--- src/hdl/ahbBus_config.svh ---
// Bus subsystem configuration: widths, depths, region codes and fixed words
`ifndef AHB_BUS_CONFIG_SVH
`define AHB_BUS_CONFIG_SVH

// Address and data word width
`define AHB_DATA_W 32

// Local RAM depth in words
`define RAM_WORDS 256

// Replay queue entries, a power of two
`define REPLAY_DEPTH 16

// Region codes taken from address bits 31 to 28
`define RAM_REGION 4'h0
`define IO_REGION 4'h1

// Interrupt register, word offset inside IO space (byte address 0x1000_0400)
`define IRQ_REG_OFS 26'h100

// Read data returned when the replay queue head does not match
`define IO_POISON 32'hDEADBEEF

`endif

--- src/hdl/ahbPkg.sv ---
// Shared bus types, mainly the address word with its two decoded views
`include "ahbBus_config.svh"

package ahbPkg;

    // Decoder view: region code and offset inside the region
    typedef struct packed {
        logic [3:0]               region;
        logic [`AHB_DATA_W-5:0]   offset;
    } ahbRegionView_t;

    // Slave view: word index and byte lane
    typedef struct packed {
        logic [`AHB_DATA_W-3:0]   wordIdx;
        logic [1:0]               lane;
    } ahbWordView_t;

    // One address word, read as either view
    typedef union packed {
        ahbRegionView_t rgn;
        ahbWordView_t   word;
    } ahbAddr_u;

endpackage

--- src/hdl/ahbIf.sv ---
// Per-slave bus connection between the address decoder and one slave
`include "ahbBus_config.svh"

interface ahbIf import ahbPkg::*; ();

    // Address phase, driven by the decoder
    logic                   sel;
    logic                   request;
    ahbAddr_u               addr;
    logic                   write;

    // Data phase
    logic [`AHB_DATA_W-1:0] wdata;
    logic [`AHB_DATA_W-1:0] rdata;
    logic                   ready;

    modport master (
        output sel,
        output request,
        output addr,
        output write,
        output wdata,
        input  rdata,
        input  ready
    );

    modport slave (
        input  sel,
        input  request,
        input  addr,
        input  write,
        input  wdata,
        output rdata,
        output ready
    );

endinterface

--- src/hdl/ahbDecoder.sv ---
// Address decoder that selects a region on the address phase and muxes the return on the data phase
`include "ahbBus_config.svh"

module ahbDecoder import ahbPkg::*; (
    input  logic                   HCLK,
    input  logic                   rst,
    input  logic                   HSEL,
    input  logic                   HREQUEST,
    input  logic                   HWRITE,
    input  logic [`AHB_DATA_W-1:0] HADDR,
    input  logic [`AHB_DATA_W-1:0] HWDATA,
    output logic [`AHB_DATA_W-1:0] HRDATA,
    output logic                   HREADY,
    ahbIf.master                   ramBus,
    ahbIf.master                   ioBus
);

    ahbAddr_u   hAddr;
    logic       dpValid;
    logic [3:0] dpRegion;

    assign hAddr = HADDR;

    // Address phase fan-out where only one slave sees sel
    assign ramBus.sel     = HSEL && (hAddr.rgn.region == `RAM_REGION);
    assign ramBus.request = HREQUEST;
    assign ramBus.addr    = hAddr;
    assign ramBus.write   = HWRITE;
    assign ramBus.wdata   = HWDATA;

    assign ioBus.sel      = HSEL && (hAddr.rgn.region == `IO_REGION);
    assign ioBus.request  = HREQUEST;
    assign ioBus.addr     = hAddr;
    assign ioBus.write    = HWRITE;
    assign ioBus.wdata    = HWDATA;

    // Remember which region owns the next data phase
    always_ff @(posedge HCLK) begin
        if (rst) begin
            dpValid  <= 1'b0;
            dpRegion <= '0;
        end else begin
            dpValid  <= HSEL && HREQUEST;
            dpRegion <= hAddr.rgn.region;
        end
    end

    always_comb begin
        case (dpRegion)
            `RAM_REGION: begin
                HRDATA = ramBus.rdata;
                HREADY = ramBus.ready;
            end
            `IO_REGION: begin
                HRDATA = ioBus.rdata;
                HREADY = ioBus.ready;
            end
            // Unmapped region completes with zero data
            default: begin
                HRDATA = '0;
                HREADY = dpValid;
            end
        endcase
    end

    // The owning slave answers every data phase and no other cycle
    readyOnDataPhase: assert property (@(posedge HCLK) disable iff (rst)
        HREADY == dpValid);

endmodule

--- src/flat_wrapper.sv ---
// flat-port wrapper written by rule: the top's interface ports become plain ports
module ahbDecoder_flat import ahbPkg::*;
  (HCLK, rst, HSEL, HREQUEST, HWRITE, HADDR, HWDATA, HRDATA, HREADY, ramBus_sel, ramBus_request, ramBus_addr, ramBus_write, ramBus_wdata, ramBus_rdata, ramBus_ready, ioBus_sel, ioBus_request, ioBus_addr, ioBus_write, ioBus_wdata, ioBus_rdata, ioBus_ready);
  ahbIf ramBus_i ();
  ahbIf ioBus_i ();
  input  logic HCLK;
  input  logic rst;
  input  logic HSEL;
  input  logic HREQUEST;
  input  logic HWRITE;
  input  logic [`AHB_DATA_W-1:0] HADDR;
  input  logic [`AHB_DATA_W-1:0] HWDATA;
  output logic [`AHB_DATA_W-1:0] HRDATA;
  output logic HREADY;
  output wire logic [$bits(ramBus_i.sel)-1:0] ramBus_sel;
  output wire logic [$bits(ramBus_i.request)-1:0] ramBus_request;
  output wire logic [$bits(ramBus_i.addr)-1:0] ramBus_addr;
  output wire logic [$bits(ramBus_i.write)-1:0] ramBus_write;
  output wire logic [$bits(ramBus_i.wdata)-1:0] ramBus_wdata;
  input wire logic [$bits(ramBus_i.rdata)-1:0] ramBus_rdata;
  input wire logic [$bits(ramBus_i.ready)-1:0] ramBus_ready;
  output wire logic [$bits(ioBus_i.sel)-1:0] ioBus_sel;
  output wire logic [$bits(ioBus_i.request)-1:0] ioBus_request;
  output wire logic [$bits(ioBus_i.addr)-1:0] ioBus_addr;
  output wire logic [$bits(ioBus_i.write)-1:0] ioBus_write;
  output wire logic [$bits(ioBus_i.wdata)-1:0] ioBus_wdata;
  input wire logic [$bits(ioBus_i.rdata)-1:0] ioBus_rdata;
  input wire logic [$bits(ioBus_i.ready)-1:0] ioBus_ready;
  assign ramBus_sel = ramBus_i.sel;
  assign ramBus_request = ramBus_i.request;
  assign ramBus_addr = ramBus_i.addr;
  assign ramBus_write = ramBus_i.write;
  assign ramBus_wdata = ramBus_i.wdata;
  assign ramBus_i.rdata = ramBus_rdata;
  assign ramBus_i.ready = ramBus_ready;
  assign ioBus_sel = ioBus_i.sel;
  assign ioBus_request = ioBus_i.request;
  assign ioBus_addr = ioBus_i.addr;
  assign ioBus_write = ioBus_i.write;
  assign ioBus_wdata = ioBus_i.wdata;
  assign ioBus_i.rdata = ioBus_rdata;
  assign ioBus_i.ready = ioBus_ready;
  ahbDecoder u_core (.HCLK(HCLK), .rst(rst), .HSEL(HSEL), .HREQUEST(HREQUEST), .HWRITE(HWRITE), .HADDR(HADDR), .HWDATA(HWDATA), .HRDATA(HRDATA), .HREADY(HREADY), .ramBus(ramBus_i), .ioBus(ioBus_i));
endmodule
--- config.mk ---
export PLATFORM = sky130hd
export DESIGN_NAME = ahbDecoder_flat
export DESIGN_NICKNAME = d
export VERILOG_FILES = /design/src/hdl/ahbPkg.sv /design/src/hdl/ahbIf.sv /design/src/hdl/ahbDecoder.sv /design/src/flat_wrapper.sv
export VERILOG_INCLUDE_DIRS = /design/src /design/src/hdl
export SDC_FILE = /design/constraint.sdc
export NUM_CORES = 1
export LEC_CHECK = 0
export CORE_AREA = 2 2 117 119
export DETAILED_ROUTE_END_ITERATION = 7
export DIE_AREA = 0 0 119 121
export DONT_BUFFER_PORTS = 1
export PLACE_DENSITY = 0.37
export SYNTH_ARGS = -nofsm -noshare
export SYNTH_HDL_FRONTEND = slang
export SYNTH_SLANG_ARGS = --single-unit
export TNS_END_PERCENT = 50
--- constraint.sdc ---
create_clock -name HCLK -period 1.85 [get_ports HCLK]
set_input_delay 0.555 -clock HCLK [delete_from_list [all_inputs] [get_ports HCLK]]
set_output_delay 0.555 -clock HCLK [all_outputs]
set_load 0.005 [all_outputs]
Yosys cells after proc, flatten, opt, wreduce, memory -nomap -nowiden:

Cells that the tools add are included.

* equal/unequal tests: 2
* muxes and demuxes: 2
* reductions and logical operators: 5

Operators with widths (count)
* 32-bit one-hot mux with 2 select lines: 1
* 4-bit by 1-bit equality test with 1-bit output, second input constant: 2
* 4-bit logical NOT: 2
* 1-bit logical AND: 3
* 1-bit one-hot mux with 2 select lines: 1

* flip-flop bits (word level): 5
* output and inout bits: 167
* word-level logic and storage cells: 11

Longest topological paths before layout:

* word-level depth: 2
* gate-level depth with buffers: 4
* gate-level depth less buffers: 2

Worst setup path after synthesis:

OpenSTA, ideal clock, no wires.

* kind: flip-flop to output port
* from: register u_core.dpRegion[1]
* to: output HREADY
* arrival: 1.067 ns
* path buffers: 1
* path slack: 0.228 ns
* stages on the path, launching flop included: 4
* cell sequence: dfxtp_1 > or3_4 > buf_6 > mux2_4

* cells in the longest elaborated chain, start to end: 2
* elaborated cells on any way between the ends: 3
* classes of those cells: eq/ne: 1; mux: 1; reduce/logical: 1

Ends and longest elaborated chain
* start: declaration: line ahbDecoder.sv:20 `logic [3:0] dpRegion;`
* start signal: assignment: line ahbDecoder.sv:44 `dpRegion <= hAddr.rgn.region;`
* 4-bit by 1-bit equality test with 1-bit output / 4-bit logical NOT (equally long branches): line ahbDecoder.sv:49 `case (dpRegion)`
* 1-bit one-hot mux with 2 select lines *: line ahbDecoder.sv:49
* end: declaration: line flat_wrapper.sv:14 `output logic HREADY;`

Mark *: on every way between the ends. The rest lies on a longest branch, timed or not.

Worst setup path after layout:

Same ends and word-level chain as after synthesis.

==> metrics <==
DR WL/cell=14.66 um; syn_nets=356; overflow left after global routing=0; critical path fanouts, max=6; antenna violations before repair=0; Clk pin slew, worst setup/hold paths=0.03 ns; mapped cell area=1680 um^2; power consumption=0.7218 mW; H-Tree Depth=1; CTS max path bufs=2; GRT Total Usage=4.631%; Crit. End Element=output pin; row count=42; vias=789; RD Place Congestion=0.6253; CTS tree=done; post-synthesis sequential area ratio=5.957%; Slew Viols, Final=0; Synth Warn #=0; setup TNS=-0.8198 ns; full die area=14400 um^2; maximum vdd drop=0.3509 mV; Slew @ Worst Pin=0.3436 ns; Setup WS pre-CTS=0.1045 ns; IO Count=302; CP arrival=1.37 ns; Initial Util=12.84%; PortBufs=0; antenna-violating nets left=0; Yosys reg bits=5; RSZ-0062 raised after global routing=yes; Die W=119 um; hold buffers post-CTS=0; Post-Route Utilization=9.572%; LEAKAGE=0.3774 nW; beginning of the critical path=u_core.dpRegion[1]; syn avg cell area=7.603 um^2; 1st-iter DRT viols=4; Hold Startpoint=rst; vias per cell=2.922; Cell Pwr Density=576.3 nW/um^2; Area Growth Syn to Fin=-25.47%; nets=230; Slew headroom=76.77%; Core Area=13090 um^2; violated checks=setup timing; Peak Freq=0.5198 GHz; Netlist cell types=14; final worst slack=-0.07397 ns; share of layout cells above drive strength 1=48.94%; Critical Path RT=1.29 ns; dpl hpwl=2765 um; Hold WC Path Type=input pin to flip-flop; DRT Pass-1 Iters=4; drc violations=0; Die Y=121 um; outcome=complete, but fails checks; fill count=1495; Final Cycle Share=104.0%; clk root buf=clkbuf_16; Routed WL=3959 um; clock sinks=5; first-pass GRT wire length=4774 um; max_cap viols=0; Hold Fails Final Rpt=0; fin crit period=1.924 ns; setup violators final=29; hold depth=1; Synth Instances=221; most common cell after layout, fill and taps aside=mux2i_1; n_diodes=0; commonest cells after routing, fill and taps aside=mux2i_1, nor2_4, nor2_1; vias in the first global route=839; WHS Endpoint=u_core.dpRegion[1]; Startpoint Class=flip-flop; critical path start-end classification=flip-flop to output pin; CTS Buf Count=3; largest net degree at the start of global routing=15
==> final cells by class <==
| class | count | area (um^2) | share of cell area (%) |
|---|---|---|---|
| Clock buffer | 4 | 78.83 | 6.294 |
| Timing Repair Buffer | 8 | 121.4 | 9.690 |
| Multi-Input combinational cell | 77 | 720.7 | 57.54 |
| Sequential cell | 5 | 111.4 | 8.891 |
| Tap cell | 176 | 220.2 | 17.58 |
==> report_power, final <==
group          switching [mW]  internal [mW]  total (mW)  leakage [nW]
clock network          0.0663          0.285       0.352        0.0382
logic                   0.131          0.117       0.248         0.296
registers             0.00997          0.112       0.122        0.0433
==> flip-flops by register name (all words and copies together) (netlist names) <==
name,flops
u_core.dpValid,1
u_core.dpRegion,4
==> worst max-delay path: stages, from the launching register on <==
cell     delay [ns]
dfxtp_4        0.33
or3_4          0.48
mux2_4         0.33
==> kinds of logic (layout without fill, tap and decap cells) <==
| logic type | Yosys count | in the layout | share of synthesized area [%] |
|---|---|---|---|
| buffers and inverters | 140 | 12 | 62.40 |
| muxes | 34 | 34 | 20.63 |
| DFF | 5 | 5 | 5.957 |
| and+or+nand+nor | 42 | 43 | 11.02 |
==> synth_stat cells, drive strengths merged <==
cell type / instances / area share (%)
nand2b: 1 / 0.37
mux2: 2 / 1.6
nor4: 1 / 0.37
buf: 140 / 62
dfxtp: 5 / 6.0
or3: 1 / 0.67
nand2: 1 / 0.22
mux2i: 32 / 19
nor4b: 1 / 0.52
nor2b: 4 / 1.5
nor2: 33 / 7.4
==> worst max-delay path by stage <==
stage                            end  slack [ns]  cells after the start
final                         HREADY       -0.07                      2
after global routing          HREADY       -0.11                      2
after CTS                 HRDATA[29]       -0.08                      3
after detailed placement  HRDATA[12]        0.10                      3
after global placement    HRDATA[12]        0.12                      3
after floorplan               HREADY        0.23                      3
==> through the flow <==
| stage | area, um^2 | instances | hold WS, ns |
|---|---|---|---|
| after global placement | 888.4 | 260 | 0.6258 |
| final | 1252 | 270 | 0.3880 |
| after global routing | 1252 | 270 | 0.3828 |
| after floorplan | 1680 | 221 | 0.6265 |
| after CTS | 1095 | 268 | 0.3874 |
| after detailed placement | 888.4 | 260 | 0.6222 |
==> repair_timing <==
action,CTS,global route
pin swaps,6,17
setup endpoints to repair,27,32
cloned,1,1
gates resized for setup,29,30
setup buffers,3,1
==> layer usage <==
layer | GRT usage, % | wire length [um] | part of all wire [%]
met1 | 4.583 | 1297 | 33
met2 | 7.256 | 1850 | 47
met3 | 1.786 | 532 | 13
met4 | 4.762 | 279 | 7.0
met5 | 0 | 0 | 0
No activity file was read; power rests on OpenSTA's default activity.
