File: config.mk
export PLATFORM = sky130hd
export DESIGN_NAME = ioFwdShim_flat
export DESIGN_NICKNAME = d
export VERILOG_FILES = /design/src/hdl/ahbPkg.sv /design/src/hdl/ahbIf.sv /design/src/hdl/ioFwdShim.sv /design/src/flat_wrapper.sv
export VERILOG_INCLUDE_DIRS = /design/src /design/src/hdl
export SDC_FILE = /design/constraint.sdc
export NUM_CORES = 1
export LEC_CHECK = 0
export BUFFER_PORTS_ARGS = -buffer_cell sky130_fd_sc_hd__buf_2
export CORE_ASPECT_RATIO = 1.75
export CORE_MARGIN = 4
export CORE_UTILIZATION = 55
export DETAILED_ROUTE_END_ITERATION = 7
export PLACE_DENSITY_LB_ADDON = 0.2
export SYNTH_ARGS = -nofsm -noshare
export SYNTH_HDL_FRONTEND = slang
export SYNTH_SLANG_ARGS = --single-unit
File: constraint.sdc
create_clock -name HCLK -period 8 [get_ports HCLK]
set_clock_uncertainty 0.05 [all_clocks]
set_input_delay 0.4 -clock HCLK [delete_from_list [all_inputs] [get_ports HCLK]]
set_output_delay 0.4 -clock HCLK [all_outputs]
set_load 0.005 [all_outputs]
File: src/hdl/ahbBus_config.svh
// Bus subsystem configuration: widths, depths, region codes and fixed words
`ifndef AHB_BUS_CONFIG_SVH
`define AHB_BUS_CONFIG_SVH

// Address and data word width
`define AHB_DATA_W 32

// Local RAM depth in words
`define RAM_WORDS 256

// Replay queue entries, a power of two
`define REPLAY_DEPTH 16

// Region codes taken from address bits 31 to 28
`define RAM_REGION 4'h0
`define IO_REGION 4'h1

// Interrupt register, word offset inside IO space (byte address 0x1000_0400)
`define IRQ_REG_OFS 26'h100

// Read data returned when the replay queue head does not match
`define IO_POISON 32'hDEADBEEF

`endif

File: src/hdl/ahbPkg.sv
// Shared bus types, mainly the address word with its two decoded views
`include "ahbBus_config.svh"

package ahbPkg;

    // Decoder view: region code and offset inside the region
    typedef struct packed {
        logic [3:0]               region;
        logic [`AHB_DATA_W-5:0]   offset;
    } ahbRegionView_t;

    // Slave view: word index and byte lane
    typedef struct packed {
        logic [`AHB_DATA_W-3:0]   wordIdx;
        logic [1:0]               lane;
    } ahbWordView_t;

    // One address word, read as either view
    typedef union packed {
        ahbRegionView_t rgn;
        ahbWordView_t   word;
    } ahbAddr_u;

endpackage

File: src/hdl/ahbIf.sv
// Per-slave bus connection between the address decoder and one slave
`include "ahbBus_config.svh"

interface ahbIf import ahbPkg::*; ();

    // Address phase, driven by the decoder
    logic                   sel;
    logic                   request;
    ahbAddr_u               addr;
    logic                   write;

    // Data phase
    logic [`AHB_DATA_W-1:0] wdata;
    logic [`AHB_DATA_W-1:0] rdata;
    logic                   ready;

    modport master (
        output sel,
        output request,
        output addr,
        output write,
        output wdata,
        input  rdata,
        input  ready
    );

    modport slave (
        input  sel,
        input  request,
        input  addr,
        input  write,
        input  wdata,
        output rdata,
        output ready
    );

endinterface

File: src/hdl/ioFwdShim.sv
// IO replay slave that answers IO reads from a queue of recorded pairs and drives irq and fiq
`include "ahbBus_config.svh"

module ioFwdShim import ahbPkg::*; (
    input  logic                   HCLK,
    input  logic                   rst,
    ahbIf.slave                    bus,
    input  logic                   pushValid,
    input  logic [`AHB_DATA_W-1:0] pushAddr,
    input  logic [`AHB_DATA_W-1:0] pushData,
    output logic                   irq,
    output logic                   fiq,
    output logic                   replayMiss,
    output logic                   replayFull
);

    localparam int PTR_W = $clog2(`REPLAY_DEPTH);
    localparam int CNT_W = PTR_W + 1;

    logic [`AHB_DATA_W-1:0] qAddr [`REPLAY_DEPTH];
    logic [`AHB_DATA_W-1:0] qVal  [`REPLAY_DEPTH];
    logic [PTR_W-1:0]       head;
    logic [PTR_W-1:0]       tail;
    logic [CNT_W-1:0]       count;

    logic addrPhase;
    logic rdPhase;
    logic hit;
    logic pushAccept;
    logic irqWrPend;

    function automatic logic [PTR_W-1:0] nextPtr(input logic [PTR_W-1:0] ptr);
        if (ptr == PTR_W'(`REPLAY_DEPTH - 1)) begin
            return '0;
        end
        return ptr + 1'b1;
    endfunction

    assign addrPhase  = bus.sel && bus.request;
    assign rdPhase    = addrPhase && !bus.write;
    assign replayFull = (count == CNT_W'(`REPLAY_DEPTH));
    assign pushAccept = pushValid && !replayFull;

    // A read hits only when the head entry was recorded for this address
    assign hit = rdPhase && (count != '0) && (qAddr[head] == bus.addr);

    always_ff @(posedge HCLK) begin
        if (rst) begin
            head       <= '0;
            tail       <= '0;
            count      <= '0;
            bus.ready  <= 1'b0;
            irqWrPend  <= 1'b0;
            replayMiss <= 1'b0;
            irq        <= 1'b0;
            fiq        <= 1'b0;
        end else begin
            bus.ready <= addrPhase;
            irqWrPend <= addrPhase && bus.write &&
                         (bus.addr.word.wordIdx[25:0] == `IRQ_REG_OFS);
            if (pushAccept) begin
                tail <= nextPtr(tail);
            end
            if (hit) begin
                head <= nextPtr(head);
            end
            if (pushAccept && !hit) begin
                count <= count + 1'b1;
            end else if (hit && !pushAccept) begin
                count <= count - 1'b1;
            end
            // Sticky until reset
            if (rdPhase && !hit) begin
                replayMiss <= 1'b1;
            end
            // Interrupt register write takes its data at the end of the data phase
            if (irqWrPend) begin
                irq <= bus.wdata[0];
                fiq <= bus.wdata[1];
            end
        end
    end

    always_ff @(posedge HCLK) begin
        if (pushAccept) begin
            qAddr[tail] <= pushAddr;
            qVal[tail]  <= pushData;
        end
    end

    always_ff @(posedge HCLK) begin
        if (rdPhase) begin
            bus.rdata <= hit ? qVal[head] : `IO_POISON;
        end
    end

    // Tail always sits count entries past the head
    ptrConsistent: assert property (@(posedge HCLK) disable iff (rst)
        tail == PTR_W'(head + count));

endmodule

File: src/flat_wrapper.sv
// flat-port wrapper written by rule: the top's interface ports become plain ports
module ioFwdShim_flat import ahbPkg::*;
  (HCLK, rst, pushValid, pushAddr, pushData, irq, fiq, replayMiss, replayFull, bus_sel, bus_request, bus_addr, bus_write, bus_wdata, bus_rdata, bus_ready);
  ahbIf bus_i ();
  input  logic HCLK;
  input  logic rst;
  input  logic pushValid;
  input  logic [`AHB_DATA_W-1:0] pushAddr;
  input  logic [`AHB_DATA_W-1:0] pushData;
  output logic irq;
  output logic fiq;
  output logic replayMiss;
  output logic replayFull;
  input wire logic [$bits(bus_i.sel)-1:0] bus_sel;
  input wire logic [$bits(bus_i.request)-1:0] bus_request;
  input wire logic [$bits(bus_i.addr)-1:0] bus_addr;
  input wire logic [$bits(bus_i.write)-1:0] bus_write;
  input wire logic [$bits(bus_i.wdata)-1:0] bus_wdata;
  output wire logic [$bits(bus_i.rdata)-1:0] bus_rdata;
  output wire logic [$bits(bus_i.ready)-1:0] bus_ready;
  assign bus_i.sel = bus_sel;
  assign bus_i.request = bus_request;
  assign bus_i.addr = bus_addr;
  assign bus_i.write = bus_write;
  assign bus_i.wdata = bus_wdata;
  assign bus_rdata = bus_i.rdata;
  assign bus_ready = bus_i.ready;
  ioFwdShim u_core (.HCLK(HCLK), .rst(rst), .bus(bus_i), .pushValid(pushValid), .pushAddr(pushAddr), .pushData(pushData), .irq(irq), .fiq(fiq), .replayMiss(replayMiss), .replayFull(replayFull));
endmodule
# [Word-level counts from Yosys, hierarchy flattened]
# Memory sizes are Yosys's and may differ from the RTL's. A register that Yosys moved wholly into a read port is not among the register bits.
# Index checks and enable logic that the tools add are counted.
[totals] in_bits=134 n_memories=2 word_cells=52 output_inout_bits=37 regBits=18 mem_bits_rw=1024
[memory_table] name="u_core.qAddr" words=16 word_bits=32 rd=1 rd_clocked_by_memory_dff=1 wr=1 line_no="ioFwdShim.sv:20" source="logic [`AHB_DATA_W-1:0] qAddr [`REPLAY_DEPTH];"
[memory_table] name="u_core.qVal" words=16 word_bits=32 rd=1 rd_clocked_by_memory_dff=1 wr=1 line_no="ioFwdShim.sv:21" source="logic [`AHB_DATA_W-1:0] qVal [`REPLAY_DEPTH];"
[op_classes] n_addsub=4 n_reduce_logical=17 n_eq_ne=5 muxes=16
[op_table] operator="== test 32 bit" count=1
[op_table] operator="== test 26 x 9 -> 1 bit (second input constant)" count=1
[op_table] operator="two-way mux 4 bit" count=6
[op_table] operator="logical AND 1 bit" count=10
[op_table] operator="two-way mux 5 bit" count=2
[op_table] operator="adder 4 x 1 -> 4 bit (second input constant)" count=2
[op_table] operator="== test 4 bit (second input constant)" count=2
[op_table] operator="two-way mux 1 bit" count=8
[op_table] operator="adder 5 x 1 -> 5 bit (second input constant)" count=1
[op_table] operator="== test 5 bit (second input constant)" count=1
[op_table] operator="zero test 1 bit" count=5
[op_table] operator="nonzero test 5 bit" count=1
[op_table] operator="subtractor 5 x 1 -> 5 bit (second input constant)" count=1
[op_table] operator="nonzero test 2 bit" count=1

# [Logic depth before layout (Yosys ltp)]
# Gate-level depths: netlist of run 1.
[logic_depth] word_depth=9 depth_mapped=22 ltp_nobuf=16

# [Worst setup path after synthesis of run 1]
# No wires, ideal clock.
[synth_path] path_kind="register -> register" start="reg u_core.count[0]" end="mem u_core.qAddr[3][0] (netlist bit), enable pin" required_time_ns=7.385 synth_period_minus_slack_ns=6.132 n_path_buf=1 arrival_time_ns=5.518 setup_time_ns=0.565 path_stages_with_launch=7 setup_slack_ns=1.868 path_cell_list="dfxtp_1 > nor4_1 > and2_1 > nor2b_1 > clkbuf_1 > nand2_1 > nor3_1"
[synth_between] elab_chain_cells=5
[synth_lines] element="from (decl)" line_no="ioFwdShim.sv:24" source="logic [CNT_W-1:0] count;"
[synth_lines] element="from (signal assigned)" line_no="ioFwdShim.sv:68" source="count <= count + 1'b1;"
[synth_lines] element="from (signal assigned)" line_no="ioFwdShim.sv:70" source="count <= count - 1'b1;"
[synth_lines] element="== test 5 bit" line_no="ioFwdShim.sv:41" source="assign replayFull = (count == CNT_W'(`REPLAY_DEPTH));"
[synth_lines] element="via replayFull" line_no="flat_wrapper.sv:13" source="output logic replayFull;"
[synth_lines] element="zero test 1 bit" line_no="ioFwdShim.sv:42" source="assign pushAccept = pushValid && !replayFull;"
[synth_lines] element="logical AND 1 bit" line_no="ioFwdShim.sv:42"
[synth_lines] element="via u_core.pushAccept" line_no="ioFwdShim.sv:29" source="logic pushAccept;"
[synth_lines] element="two-way mux 1 bit" line_no="ioFwdShim.sv:85" source="if (pushAccept) begin"
[synth_lines] element="two-way mux 1 bit (not written as such)" line_no="ioFwdShim.sv:86" source="qAddr[tail] <= pushAddr;"
[synth_lines] element="to (decl)" line_no="ioFwdShim.sv:20"
# The timed path passes the listed nets, and every way through them passes these cells.

==> qor.yml, run 1 <==
port_buffers: 140
reg2reg_to: "u_core.count[4]$_SDFFE_PP0P_"
relSlewSlack: 0.206
rows: 133
maxCapViolCount: 0
min_period_ps: 5560
crit_type: "flop to flop"
finalMaxSlewViolations: 0
cts_buffers: 90
layout-drive-gt1-share: 0.300
endpoint_kind: "flop"
worst-path-max-fanout: 56
worstHoldStart: "pushData[12]"
holdCritPathClass: "primary input to flop"
synthMuxAreaShare: 0.167
ioPinCount: 171
cp_data_arrival_time_ps: 6100
start_util: 0.555
placed_cell_area_sq_um: 43700
synth_compound_area_frac: 0.0156
grt_pass1_wl_microns: 141000
wirelength_microns: 96800
yosys.area_share.simple: 0.0224
overflow: 0
area_growth_syn_to_layout_pct: 12.2
p_total_mw: 11.2
synth_cells: 1854
cts_tree: "done"
dpl.hpwl_microns: 53900
drt-pass1-iter-count: 5
fillers: 5234
dieArea_sq_um: 80600
whs_path_depth: 1
synth_top_family_by_area: "multiplexers"
root_buffer: "clkbuf_16"
fp.dieH_microns: 373
die_w_microns: 216
worstSkewPairLatency_ps: 680
reg2reg_depth: 16
finalSetupTns_ps: 0
syn_nets: 1998
critPathRequiredTime_ps: 8550
powerDensity_nw_per_um2: 239
routabilityCongestion: 0.883
ir_worst_vdd_mv: 0.179
ant_nets: 0
cts_buffer_depth: 3
async_flop_share: 0
hold_viol: 0
hold_path_end: "u_core.qVal[5][12]$_DFFE_PP_"
final_nets: 2200
worst-r2r-setup-slack_ps: 2440
finish.instance_area_sq_um: 46900
synthAdderAreaFrac: 0.00318
max_freq_mhz: 180
synth_seq_cells: 1078
synth_area_sq_um: 41800
route.detailed.drc: 0
min_period_over_period: 0.695
drt_iter0_drc: 2128
synth_edf_count: 1056
core_sq_um: 75200
power_leakage_nw: 14.5
grtUsageTotal: 0.246
grt_pass1_vias: 20700
status: "finished, final reports clean"
viasPerCell: 6.23
grt_max_degree: 68
htree_levels: 3
syn_area_per_cell_sq_um: 22.5
synth_xor_area_frac: 0.00755
antenna_found_initial: 12
yosysWarnings: 0
worst_pin_slew_ps: 1180
rsz0062_at_grt: "no"
wl_per_cell_microns: 30.7
multi_input_area_sq_um: 9110
ys_seq_area_frac: 0.770
cts.reportedPaths.clkPinSlew_ps: 70
synth.distinct_cells: 65
setup-violations-final: 0
vias: 19600
regArea_sq_um: 32200
synthFlopType: "edfxtp_1"
critPathLaunchType: "flop"
clock_sinks: 1078
-- worst max-delay path: stages, from the launching register on --
cell	delay, ps
dfxtp_4	790
buf_12	440
mux4_2	560
mux2i_1	510
xnor2_1	110
a2111oi_0	390
o2111ai_1	240
and4b_1	630
nand2_1	120
ha_1	250
inv_1	120
ha_1	280
a21o_1	200
a21oi_1	180
xnor2_1	100
or3_1	310
a21oi_1	150
-- timing repair --
item	4_1_cts	5_1_grt
hold endpoints to repair	109	0
endpoints found under the setup margin	0	0
hold buffers	22	0
buffers inserted	0	0
resized for setup	0	0
-- cell type report --
cell class | count | area share
repair buffers | 207 | 0.0271
flip-flops and latches | 1078 | 0.687
well taps | 1012 | 0.0270
diodes | 6 | 0.000320
multi-input cells | 655 | 0.195
clock buffers | 104 | 0.0496
inverters | 24 | 0.00192
clock inverters | 64 | 0.0127
-- cells in the final DEF (no fill, tap or decap), types with 5 or more instances in the layout --
cell type / n
a21oi_1: 25
a22o_1: 5
a22oi_1: 7
and3_1: 12
buf_2: 140
buf_4: 44
bufinv_16: 9
clkbuf_1: 13
clkbuf_16: 91
clkinv_1: 17
clkinv_2: 19
clkinvlp_4: 11
dfxtp_1: 14
dfxtp_4: 5
diode_2: 6
dlygate4sd3_1: 22
edfxtp_1: 1056
ha_1: 9
inv_1: 21
inv_6: 5
mux2_2: 7
mux2i_1: 58
mux4_2: 280
nand2_1: 23
nand2b_1: 7
nand3_1: 7
nand4_1: 9
nor2_1: 30
nor2_4: 12
nor2b_1: 8
nor3_1: 5
nor4_1: 8
o21ai_0: 5
or3_1: 26
xnor2_1: 22
xor2_1: 14
-- cells by family (layout without fill, tap and decap cells) --
family,count (synthesis),count (layout)
AO/OA/AOI/OAI,92,92
XOR/XNOR,36,36
adder cells (fa/ha/maj),10,10
buffers and inverters,121,399
flip-flops,1078,1078
multiplexers,345,345
other,0,6
AND/OR/NAND/NOR,172,172
-- cells in the mapped netlist, types with 5 or more instances --
master / number / area share
nand3_1: 7 / 0.00084
nor3_1: 9 / 0.0011
ha_1: 9 / 0.0027
buf_4: 12 / 0.0022
buf_1: 10 / 0.00090
edfxtp_1: 1056 / 0.76
dfxtp_1: 22 / 0.011
nor2b_1: 8 / 0.0012
buf_6: 11 / 0.0030
a22oi_1: 7 / 0.0013
mux2i_1: 58 / 0.014
inv_1: 22 / 0.0020
clkbuf_1: 48 / 0.0043
nor2_1: 42 / 0.0038
a21oi_1: 25 / 0.0030
buf_2: 16 / 0.0019
o21ai_0: 5 / 0.00060
xor2_1: 14 / 0.0029
nor4_1: 8 / 0.0012
xnor2_1: 22 / 0.0046
nand2b_1: 7 / 0.0010
nand4_1: 9 / 0.0013
or3_1: 26 / 0.0039
mux4_2: 280 / 0.15
mux2_2: 7 / 0.0019
and3_1: 12 / 0.0018
a22o_1: 5 / 0.0010
nand2_1: 23 / 0.0021
-- sequential cells by signal, summed over array words and instances (netlist names), named ones only --
signal and cells:
u_core.bus.rdata 32, u_core.bus.ready 1, u_core.count 5, u_core.fiq 1, u_core.head 4, u_core.irq 1
u_core.irqWrPend 1, u_core.qAddr 512, u_core.qVal 512, u_core.replayMiss 1, u_core.tail 4
-- worst max-delay path by stage --
stage	end	cells past startpoint	start	slack [ps]
after floorplan	u_core.qAddr[3][0]$_DFFE_PP_	6	u_core.count[0]$_SDFFE_PP0P_	1870
after detailed placement	u_core.count[4]$_SDFFE_PP0P_	16	flop	2370
after CTS	u_core.count[4]$_SDFFE_PP0P_	16	flop	2350
after global placement	u_core.count[4]$_SDFFE_PP0P_	16	flop	2480
after global routing	u_core.count[4]$_SDFFE_PP0P_	16	flop	2050
final	u_core.count[4]$_SDFFE_PP0P_	16	flop	2440
-- routing by layer --
metal | share of wire | track usage
met4 | 0.038 | 0.0935
met1 | 0.38 | 0.317
met3 | 0.057 | 0.0389
met2 | 0.53 | 0.427
met5 | 0.00054 | 0
-- power breakdown --
part	switching, mW	internal (mW)	total, mW
registers	0.0323	6.33	6.36
logic	0.312	0.171	0.483
clock network	1.98	2.40	4.38
-- metrics by stage --
stage	util	setup slack [ps]	cells	hold slack, ps
after floorplan	-	1870	1854	392
after global placement	0.581	2480	2954	388
after detailed placement	0.581	2370	2954	389
after CTS	0.623	2350	3144	1.03
after global routing	0.623	2050	3146	36.0
final	0.623	2440	3150	56.7
No activity file was read; power rests on OpenSTA's default activity.
==> run 2, diff against run 1 <==
- clock period: 8 -> 5.6 ns (I/O delays scaled with it)
==> run 2 against run 1 <==
  * Worst setup slack got worse by 1900 ps
  * Combinational power increased by 50%
  * Hold slack improved by 190 ps
==> qor.yml, run 2 (synthesis gave the netlist of run 1 again) <==
drt-pass1-iter-count: 7
viasPerCell: 6.29
cts_resized: 0
worst-path-max-fanout: 32
die_w_microns: 216
setup-violations-final: 0
cts.reportedPaths.clkPinSlew_ps: 60
grt_pass1_vias: 21300
fp.dieH_microns: 373
start_util: 0.555
reg2reg_depth: 16
finalMaxSlewViolations: 0
root_buffer: "clkbuf_16"
drt_iter0_drc: 2254
cts_tree: "done"
worst-r2r-setup-slack_ps: 550
min_period_over_period: 0.902
vias: 20200
layout-drive-gt1-share: 0.296
worstHoldStart: "pushValid"
worst_slack_ps: 548
overflow: 0
relSlewSlack: 0.214
dp_worst_setup_slack_ps: 652
endpoint_kind: "flop"
placed_cell_area_sq_um: 44000
wl_per_cell_microns: 30.5
worstSkewPairLatency_ps: 660
area_growth_syn_to_layout_pct: 14.3
final_common_cell: "edfxtp_1"
power_leakage_nw: 14.9
core_sq_um: 75200
dpl.hpwl_microns: 54900
ioPinCount: 171
htree_levels: 3
cts_buffers: 92
hold_viol: 0
powerDensity_nw_per_um2: 340
grt_max_degree: 78
ant_nets: 0
grtUsageTotal: 0.247
status: "finished, final reports clean"
whs_path_depth: 4
holdCritPathClass: "primary input to flop"
finish.instance_area_sq_um: 47700
critPathLaunchType: "flop"
rsz0062_at_grt: "no"
hold_path_end: "u_core.tail[0]$_SDFFE_PP0P_"
worst_pin_slew_ps: 1180
dieArea_sq_um: 80600
clock_sinks: 1078
port_buffers: 140
antenna_found_initial: 5
maxCapViolCount: 0
ir_worst_vdd_mv: 0.296
grt_pass1_wl_microns: 144000
cts_buffer_depth: 3
route.detailed.drc: 0
critPathRequiredTime_ps: 6140
cp_data_arrival_time_ps: 5590
min_period_ps: 5050
final_nets: 2271
reg2reg_to: "u_core.count[4]$_SDFFE_PP0P_"
wirelength_microns: 98000
rows: 133
finalSetupTns_ps: 0
routabilityCongestion: 0.925
largestRegisters: "u_core.qAddr: 512 flops, u_core.qVal: 512 flops, u_core.bus.rdata: 32 flops"
max_freq_mhz: 198
crit_type: "flop to flop"
final_cell_mix: "edfxtp_1 (1056), mux4_2 (280), buf_2 (140)"
-- run 2: area by class of cell --
| cell class | instances | area (sq um) |
|---|---|---|
| Clock inverter | 60 | 638 |
| Inverter | 24 | 90.1 |
| Timing Repair Buffer | 276 | 2060 |
| Clock buffer | 106 | 2380 |
| Multi-Input combinational cell | 655 | 9120 |
| Sequential cell | 1078 | 32200 |
| Fill cell | 5130 | 27500 |
| Tap cell | 1012 | 1270 |
| Antenna cell | 4 | 10.0 |
-- run 2: worst max-delay path by stage --
stage	start	end	cells past startpoint	slack (ps)
2_1_floorplan	u_core.count[0]$_SDFFE_PP0P_	u_core.qAddr[0][0]$_DFFE_PP_	6	-500
3_3_place_gp	flop	u_core.count[4]$_SDFFE_PP0P_	16	610
3_5_place_dp	flop	u_core.count[4]$_SDFFE_PP0P_	16	650
4_1_cts	flop	u_core.count[4]$_SDFFE_PP0P_	16	600
5_1_grt	flop	u_core.count[4]$_SDFFE_PP0P_	16	360
6_report	flop	u_core.count[4]$_SDFFE_PP0P_	16	550
-- run 2: critical path: stages (launching register included) --
cell and delay [ps]:
dfxtp_4 780, buf_4 440, mux4_2 610, nand2_1 90, a31oi_1 80, a2111oi_0 640
and4_1 330, and4_1 260, nand2_1 80, ha_1 240, inv_1 120, ha_1 280
a21o_1 210, a21oi_1 180, xnor2_1 100, or3_1 310, a21oi_1 140
-- run 2: timing repair --
action	4_1_cts	5_1_grt
endpoints found under the hold margin	1036	0
setup buffers	0	0
hold buffers	75	0
-- run 2: power breakdown --
| group | leakage, nW | internal (mW) | total, mW | switching [mW] |
|---|---|---|---|---|
| clock network | 1.47 | 3.57 | 6.40 | 2.83 |
| registers | 9.67 | 9.04 | 9.09 | 0.0479 |
| logic | 3.74 | 0.268 | 0.723 | 0.455 |
-- run 2: metal layers --
layer / global-route usage / wire, microns / vias to the layer above
met5: 0 / 9 / -
met4: 0.0903 / 3630 / 2
met3: 0.0369 / 5920 / 184
met2: 0.431 / 51600 / 802
met1: 0.320 / 36800 / 10900
li1: - / - / 8372
-- run 2: stage by stage --
| step | util | power, mW | hold WS, ps | std cells |
|---|---|---|---|---|
| floorplan | - | 9.61 | 329 | 1854 |
| global placement | 0.584 | 9.91 | 387 | 2970 |
| detailed placement | 0.584 | 9.94 | 400 | 2970 |
| CTS | 0.634 | 16.3 | 218 | 3211 |
| global route | 0.635 | 16.7 | 260 | 3212 |
| finish | 0.635 | 16.2 | 247 | 3215 |
